==> src/design/tilemap_pkg.sv <==
package tilemap_pkg;

	//////////////////////////////////////////////////
	// Field widths
	//////////////////////////////////////////////////

	typedef logic [2:0] pri_t;
	typedef logic [7:0] color_t;
	typedef logic [2:0] dot_t;

	// One bit per pixel of a four-pixel group
	typedef logic [3:0] plane_t;

	// Plane 0 sits in the low nibble
	typedef plane_t [2:0] gfx_t;

	//////////////////////////////////////////////////
	// Chain pixel and tile fetch
	//////////////////////////////////////////////////

	typedef struct packed {
		pri_t   pri;
		color_t color;
		dot_t   dot;
	} pixel_t;

	typedef struct packed {
		color_t attr;
		gfx_t   gfx;
	} tile_t;

	typedef enum logic [1:0] {
		LINE_IDLE   = 2'd0,
		LINE_ACTIVE = 2'd1,
		LINE_BLANK  = 2'd2
	} line_state_e;

	// All three planes set means no dot
	localparam dot_t TRANSPARENT_DOT = 3'd7;

	// Bottom of the priority chain
	localparam pixel_t BACKDROP_PIXEL = '{
		pri:   3'd0,
		color: 8'd0,
		dot:   TRANSPARENT_DOT
	};

endpackage

==> src/design/pixel_phase_timer.sv <==
`timescale 1ns/1ps

module pixel_phase_timer import tilemap_pkg::*; #(
	parameter int ACTIVE_GROUPS = 8,
	parameter int BLANK_GROUPS  = 3
) (
	input  logic       CLK_2H,
	input  logic       rst_n,
	input  logic       running,
	input  logic       seg_active,
	output logic [1:0] phase,
	output logic       fetch_strobe,
	output logic       load_strobe,
	output logic       group_last
);

	localparam int MAX_GROUPS = (ACTIVE_GROUPS > BLANK_GROUPS) ? ACTIVE_GROUPS : BLANK_GROUPS;
	localparam int GROUP_W    = $clog2(MAX_GROUPS) + 1;

	logic [GROUP_W-1:0] group_cnt;
	logic [GROUP_W-1:0] group_end;

	// Index of the final group in the current segment
	assign group_end = seg_active ? GROUP_W'(ACTIVE_GROUPS - 1) : GROUP_W'(BLANK_GROUPS - 1);

	always_ff @(posedge CLK_2H) begin
		if (!rst_n) begin
			phase     <= 2'd0;
			group_cnt <= '0;
		end else if (!running) begin
			phase     <= 2'd0;
			group_cnt <= '0;
		end else begin
			phase <= phase + 2'd1;
			if (group_last) begin
				group_cnt <= '0;
			end else if (phase == 2'd3) begin
				group_cnt <= group_cnt + 1'b1;
			end
		end
	end

	// Fetch mid-group, load on the last pixel
	assign fetch_strobe = (phase == 2'd1);
	assign load_strobe  = (phase == 2'd3);
	assign group_last   = (phase == 2'd3) && (group_cnt == group_end);

endmodule

==> src/design/line_controller.sv <==
`timescale 1ns/1ps

module line_controller import tilemap_pkg::*; (
	input  logic CLK_2H,
	input  logic rst_n,
	input  logic enable,
	input  logic group_last,
	input  logic load_strobe,
	output logic running,
	output logic seg_active,
	output logic active
);

	line_state_e state;
	line_state_e state_next;

	//////////////////////////////////////////////////
	// Segment sequencing
	//////////////////////////////////////////////////

	always_comb begin
		state_next = state;
		case (state)
			LINE_IDLE: begin
				if (enable) begin
					state_next = LINE_ACTIVE;
				end
			end
			LINE_ACTIVE: begin
				if (group_last) begin
					state_next = LINE_BLANK;
				end
			end
			LINE_BLANK: begin
				// Finish the line before dropping back to idle
				if (group_last) begin
					state_next = enable ? LINE_ACTIVE : LINE_IDLE;
				end
			end
			default: begin
				state_next = LINE_IDLE;
			end
		endcase
	end

	always_ff @(posedge CLK_2H) begin
		if (!rst_n) begin
			state <= LINE_IDLE;
		end else begin
			state <= state_next;
		end
	end

	assign running    = (state != LINE_IDLE);
	assign seg_active = (state == LINE_ACTIVE);

	//////////////////////////////////////////////////
	// Group ownership
	//////////////////////////////////////////////////

	// Segment of the next group to load, settled one group ahead
	// so the layers sample it on their own load edge
	always_ff @(posedge CLK_2H) begin
		if (!rst_n) begin
			active <= 1'b0;
		end else if (load_strobe || (state == LINE_IDLE)) begin
			active <= (state_next == LINE_ACTIVE);
		end
	end

endmodule

==> src/design/layer_priority_regs.sv <==
`timescale 1ns/1ps

module layer_priority_regs import tilemap_pkg::*; #(
	parameter pri_t RESET_PRIORITY0 = 3'd2,
	parameter pri_t RESET_PRIORITY1 = 3'd5
) (
	input  logic CLK_2H,
	input  logic rst_n,
	input  logic pri_wr,
	input  logic pri_layer,
	input  pri_t pri_data,
	output pri_t pri0,
	output pri_t pri1
);

	//////////////////////////////////////////////////
	// CPU priority write
	//////////////////////////////////////////////////

	always_ff @(posedge CLK_2H) begin
		if (!rst_n) begin
			pri0 <= RESET_PRIORITY0;
		end else if (pri_wr && !pri_layer) begin
			pri0 <= pri_data;
		end
	end

	// Layer select bit high addresses layer 1
	always_ff @(posedge CLK_2H) begin
		if (!rst_n) begin
			pri1 <= RESET_PRIORITY1;
		end else if (pri_wr && pri_layer) begin
			pri1 <= pri_data;
		end
	end

endmodule

==> src/design/tile_layer.sv <==
`timescale 1ns/1ps

module tile_layer import tilemap_pkg::*; #(
	parameter int LAYER_ID = 0
) (
	input  logic   CLK_2H,
	input  logic   rst_n,
	input  tile_t  tile,
	input  logic   fetch_strobe,
	input  logic   load_strobe,
	input  logic   active,
	input  logic   flip,
	input  pri_t   pri,
	input  pixel_t pix_in,
	output pixel_t pix_out,
	output logic   valid_out
);

	tile_t  hold_q;
	gfx_t   shift_q;
	color_t attr_q;
	logic   grp_active;
	dot_t   front_dot;

	// Own dot wins only if opaque and strictly above
	function automatic logic wins(dot_t dot, pri_t own_pri, pri_t in_pri);
		return (dot != TRANSPARENT_DOT) && (own_pri > in_pri);
	endfunction

	//////////////////////////////////////////////////
	// Fetch hold and plane shifters
	//////////////////////////////////////////////////

	always_ff @(posedge CLK_2H) begin
		if (fetch_strobe) begin
			hold_q <= tile;
		end
	end

	always_ff @(posedge CLK_2H) begin
		if (load_strobe) begin
			shift_q <= hold_q.gfx;
			attr_q  <= hold_q.attr;
		end else begin
			for (int p = 0; p < 3; p++) begin
				shift_q[p] <= flip ? (shift_q[p] >> 1) : (shift_q[p] << 1);
			end
		end
	end

	always_ff @(posedge CLK_2H) begin
		if (!rst_n) begin
			grp_active <= 1'b0;
			valid_out  <= 1'b0;
		end else begin
			if (load_strobe) begin
				grp_active <= active;
			end
			valid_out <= grp_active;
		end
	end

	// Front of each plane, plane 2 is the dot MSB
	assign front_dot = flip ? {shift_q[2][0], shift_q[1][0], shift_q[0][0]}
		: {shift_q[2][3], shift_q[1][3], shift_q[0][3]};

	//////////////////////////////////////////////////
	// Priority mix
	//////////////////////////////////////////////////

	generate
		if (LAYER_ID == 0) begin : g_base
			// Bottom layer registers the mix directly
			always_ff @(posedge CLK_2H) begin
				if (!rst_n) begin
					pix_out <= BACKDROP_PIXEL;
				end else if (grp_active && wins(front_dot, pri, pix_in.pri)) begin
					pix_out <= '{pri: pri, color: attr_q, dot: front_dot};
				end else begin
					pix_out <= pix_in;
				end
			end
		end else begin : g_upper
			color_t cand_color;
			dot_t   cand_dot;

			// Stage own pixel to line up with the registered pixel below
			always_ff @(posedge CLK_2H) begin
				cand_color <= attr_q;
				cand_dot   <= front_dot;
			end

			always_comb begin
				if (valid_out && wins(cand_dot, pri, pix_in.pri)) begin
					pix_out = '{pri: pri, color: cand_color, dot: cand_dot};
				end else begin
					pix_out = pix_in;
				end
			end
		end
	endgenerate

endmodule

==> src/design/tilemap_mixer_top.sv <==
`timescale 1ns/1ps

module tilemap_mixer_top import tilemap_pkg::*; #(
	parameter int   ACTIVE_GROUPS   = 8,
	parameter int   BLANK_GROUPS    = 3,
	parameter pri_t RESET_PRIORITY0 = 3'd2,
	parameter pri_t RESET_PRIORITY1 = 3'd5
) (
	input  logic   CLK_2H,
	input  logic   rst_n,
	input  logic   enable,
	input  logic   flip,
	input  tile_t  tile0,
	input  tile_t  tile1,
	input  logic   pri_wr,
	input  logic   pri_layer,
	input  pri_t   pri_data,
	output pixel_t pix,
	output logic   pixel_valid
);

	logic   running;
	logic   seg_active;
	logic   active;
	logic   fetch_strobe;
	logic   load_strobe;
	logic   group_last;
	pri_t   pri0;
	pri_t   pri1;
	pixel_t mid_pix;

	//////////////////////////////////////////////////
	// Line timing
	//////////////////////////////////////////////////

	pixel_phase_timer #(
		.ACTIVE_GROUPS (ACTIVE_GROUPS),
		.BLANK_GROUPS  (BLANK_GROUPS)
	) u_timer (
		.CLK_2H       (CLK_2H),
		.rst_n        (rst_n),
		.running      (running),
		.seg_active   (seg_active),
		.phase        (),
		.fetch_strobe (fetch_strobe),
		.load_strobe  (load_strobe),
		.group_last   (group_last)
	);

	line_controller u_ctrl (
		.CLK_2H      (CLK_2H),
		.rst_n       (rst_n),
		.enable      (enable),
		.group_last  (group_last),
		.load_strobe (load_strobe),
		.running     (running),
		.seg_active  (seg_active),
		.active      (active)
	);

	layer_priority_regs #(
		.RESET_PRIORITY0 (RESET_PRIORITY0),
		.RESET_PRIORITY1 (RESET_PRIORITY1)
	) u_pri (
		.CLK_2H    (CLK_2H),
		.rst_n     (rst_n),
		.pri_wr    (pri_wr),
		.pri_layer (pri_layer),
		.pri_data  (pri_data),
		.pri0      (pri0),
		.pri1      (pri1)
	);

	//////////////////////////////////////////////////
	// Layer chain, backdrop first
	//////////////////////////////////////////////////

	tile_layer #(.LAYER_ID(0)) u_layer0 (
		.CLK_2H       (CLK_2H),
		.rst_n        (rst_n),
		.tile         (tile0),
		.fetch_strobe (fetch_strobe),
		.load_strobe  (load_strobe),
		.active       (active),
		.flip         (flip),
		.pri          (pri0),
		.pix_in       (BACKDROP_PIXEL),
		.pix_out      (mid_pix),
		.valid_out    ()
	);

	tile_layer #(.LAYER_ID(1)) u_layer1 (
		.CLK_2H       (CLK_2H),
		.rst_n        (rst_n),
		.tile         (tile1),
		.fetch_strobe (fetch_strobe),
		.load_strobe  (load_strobe),
		.active       (active),
		.flip         (flip),
		.pri          (pri1),
		.pix_in       (mid_pix),
		.pix_out      (pix),
		.valid_out    (pixel_valid)
	);

endmodule

==> config.mk <==
export PLATFORM = sky130hd
export DESIGN_NAME = tilemap_mixer_top
export DESIGN_NICKNAME = d
export VERILOG_FILES = /design/src/design/tilemap_pkg.sv /design/src/design/pixel_phase_timer.sv /design/src/design/line_controller.sv /design/src/design/layer_priority_regs.sv /design/src/design/tile_layer.sv /design/src/design/tilemap_mixer_top.sv
export SDC_FILE = /design/constraint.sdc
export NUM_CORES = 1
export LEC_CHECK = 0
export ABC_CLOCK_PERIOD_IN_PS = 2500
export BUFFER_PORTS_ARGS = -buffer_cell sky130_fd_sc_hd__buf_2
export CAP_MARGIN = 20
export CORE_MARGIN = 1
export CORE_UTILIZATION = 40
export CTS_BUF_LIST = sky130_fd_sc_hd__clkbuf_4
export CTS_CLUSTER_DIAMETER = 100
export DETAILED_ROUTE_END_ITERATION = 7
export PLACE_DENSITY = 0.59
export SLEW_MARGIN = 5
export SYNTH_ARGS = -nofsm -noshare
export SYNTH_HDL_FRONTEND = slang
export SYNTH_HIERARCHICAL = 1
export SYNTH_SLANG_ARGS = --single-unit
==> constraint.sdc <==
create_clock -name CLK_2H -period 2.5 [get_ports CLK_2H]
set_input_delay 0.25 -clock CLK_2H [delete_from_list [all_inputs] [get_ports CLK_2H]]
set_output_delay 0.25 -clock CLK_2H [all_outputs]
set_load 0.1 [all_outputs]
==> impl_metrics.toml <==
[run_status]
status = "finished clean"

[timing]
slew_viol_final = 0
worst_slew_margin_rel_pct = 52.8
hold_viol = 0
fin_skew_ns = 0.0125
period_share_pct = 99.3
setup_viol = 0
finalWorstSetupSlack_ns = 0.0178
rsz0062_at_grt = "true"
setup_tns_ns = 0
worstMarginPinSlew_ns = 0.708
max_freq_ghz = 0.403
fin_crit_ns = 2.48

[synth]
synthesis.area_mm2 = 0.00462
synth_cells = 344
yosysWarnings = 6
postSynthAreaPerCell_um2 = 13.4

[min_path]
whs_path_depth = 2
hold_path.startpoint = "enable"
hp-class = "input pin to register"
min_to = "u_ctrl/state[0]"

[die]
core_area_mm2 = 0.0110
core.rowCount = 38
die-area_mm2 = 0.0120
die_w_um = 109
io_pins = 64
fp.dieH_um = 109
floorplan.initialDensity_pct = 41.8

[setup_path]
worstPathArrival_ns = 2.23
r2r_setup_slack_ns = 0.75
end_kind = "primary output"
crit_path_start_kind = "register"
critical_path.top_delay_family = "buffers and inverters"
crit_slowest_cell = "dfxtp_2"
crit_path_cell_trace = "inv_2 > ha_4 > nor2b_4 > o21ai_2 > a21oi_4 > buf_12 > mux2_4 > buf_12"
critPathKind = "register to primary output"
critPathMaxStageDelay_ns = 0.35
worst-path-max-fanout = 8
r2r-end = "u_layer0/pix_out[13]"
cp_common_cell = "buf_12"
critPathBufInv = 3
rr_worst_depth = 7
required_ns = 2.25
r2r-start = "u_pri/pri0[0]"

[placement]
post-place-ws_ns = 0.383
io_buffers = 63
dp_cells = 555
hpwl_mm = 5.18
gp_congestion = 0.777

[drt]
dr.pass1.iters = 5
drcViolationCount = 0
first_iter_violations = 91
wl_mm = 8.15
routedWlPerCell_um = 12.9
via_count = 2915
drt.antenna.violating_nets = 0
routed_via_density = 4.61

[clock_tree]
htree_levels = 4
cts_max_path_buffers = 2
cts_root_buffer = "clkbuf_4"
numCtsBuffers = 17
cts.reportedPaths.clkPinSlew_ns = 0.10
clock-sinks = 123
insertion_delay_ns = 0.50
cts_tree = "built"

[global_route]
antenna_found_initial = 0
grt_use_total_pct = 15.2
overflow = 0
grt_pass1_vias = 2955
grt_pass1_wl_mm = 13.4
grt_max_degree = 61

[power_and_ir_drop]
powerDensity_mw_per_mm2 = 619
p_int_mw = 2.84
p_leak_nw = 2.42
clockPowerShare_pct = 32.0
ir_drop_mv = 0.334
p_sw_share_pct = 25.4
p_seq_share_pct = 57.4
netSwitchingPower_uw = 967
pwr-share-comb_pct = 10.6

[finish]
num-fill-cells = 944
ff_latch_area_mm2 = 0.00303
layoutNonFillerInstCount = 632
fin_nets = 537
multi_input_area_mm2 = 0.00158
num_antenna_cells = 0
syn_to_final_growth_pct = 33.1
drive_above_1_share_pct = 28.7

[job]
max_cap_viol_count = 0
power by group through the flow:
stage	Combinational, mW	Sequential (mW)	Clock (mW)
5_1_grt	0.433	2.19	1.37
6_report	0.403	2.18	1.22
3_3_place_gp	0.332	2.23	0
3_5_place_dp	0.341	2.23	0
4_1_cts	0.400	2.18	1.27
2_1_floorplan	0.214	2.22	0
cell type report:
| cell class | instances | share of cell area [%] |
|---|---|---|
| Clock buffer | 17 | 2.08 |
| Tap cell | 140 | 2.85 |
| Sequential cell | 123 | 49.3 |
| Multi-Input combinational cell | 211 | 25.7 |
| Clock inverter | 15 | 2.06 |
| Inverter | 13 | 0.794 |
| Timing Repair Buffer | 113 | 17.2 |
cells in the final DEF, fill, tap and decap left out, types with 3 or more instances in the layout:
cell / instances
clkinv_2: 5
nand3_1: 6
edfxtp_1: 56
buf_4: 3
mux2_4: 14
o211ai_1: 4
a22o_1: 11
nand2_1: 48
buf_2: 49
o21ai_0: 16
buf_12: 18
nor2b_1: 5
mux2i_1: 29
dfxtp_2: 3
dlygate4sd3_1: 43
inv_1: 12
nor2_1: 7
conb_1: 17
mux2_2: 5
clkbuf_4: 17
clkinvlp_4: 6
dfxtp_1: 64
nor3_1: 4
ha_1: 5
what timing repair did:
| item | CTS | global route |
|---|---|---|
| hold buffers | 43 | 0 |
| pin swaps | 3 | 0 |
| resized for setup | 12 | 0 |
| endpoints found under the setup margin | 14 | 14 |
| buffers inserted | 1 | 1 |
| endpoints found under the hold margin | 43 | 0 |
stage by stage:
| step | total power [mW] | cell area (µm²) | hold slack (ns) | utilization, % |
|---|---|---|---|---|
| 4_1_cts | 3.86 | 6130 | 0.0228 | 55.6 |
| 6_report | 3.80 | 6140 | 0.0730 | 55.7 |
| 3_3_place_gp | 2.56 | 5380 | 0.324 | 48.7 |
| 3_5_place_dp | 2.57 | 5380 | 0.328 | 48.7 |
| 5_1_grt | 4.00 | 6140 | 0.0162 | 55.7 |
| 2_1_floorplan | 2.43 | 4670 | 0.323 | - |
worst reg2reg max path: cells and delay by family, from the launching register on:
kind,cells,cell delay [ns]
multiplexers,1,0.21
buffers and inverters,2,0.32
AO/OA/AOI/OAI,1,0.22
AND/OR/NAND/NOR,2,0.30
flip-flops,1,0.37
adder cells (fa/ha/maj),1,0.28
flip-flops by register name (all words and copies together) (netlist names), 4 cells and up:
register and count:
u_layer1/shift_q 12, u_layer0/pix_out 14, u_layer1/attr_q 8, u_layer0/shift_q 12, u_layer0/attr_q 8, u_layer0/hold_q 20, u_layer1/g_upper.cand_color 8, u_layer1/hold_q 20
u_timer/group_cnt 4
worst max path at each step:
stage | to | slack, ns | cells past startpoint | start
2_1_floorplan | pix[10] | 0.20 | 4 | u_layer1/valid_out
3_3_place_gp | pix[10] | 0.42 | 8 | u_layer0/pix_out[12]
3_5_place_dp | pix[7] | 0.38 | 8 | u_layer0/pix_out[12]
4_1_cts | pix[7] | -0.04 | 8 | u_layer0/pix_out[12]
5_1_grt | pix[7] | -0.11 | 8 | u_layer0/pix_out[12]
6_report | pix[7] | 0.02 | 8 | u_layer0/pix_out[12]
layer usage:
metal	track usage (%)	up-vias	share of wire [%]
li1	-	1487	-
met1	18.3	1367	46
met2	25.1	55	49
met3	5.22	6	3.9
met4	5.71	0	0.88
met5	0	-	0
Note: power is estimated with default switching activity, not from simulation.
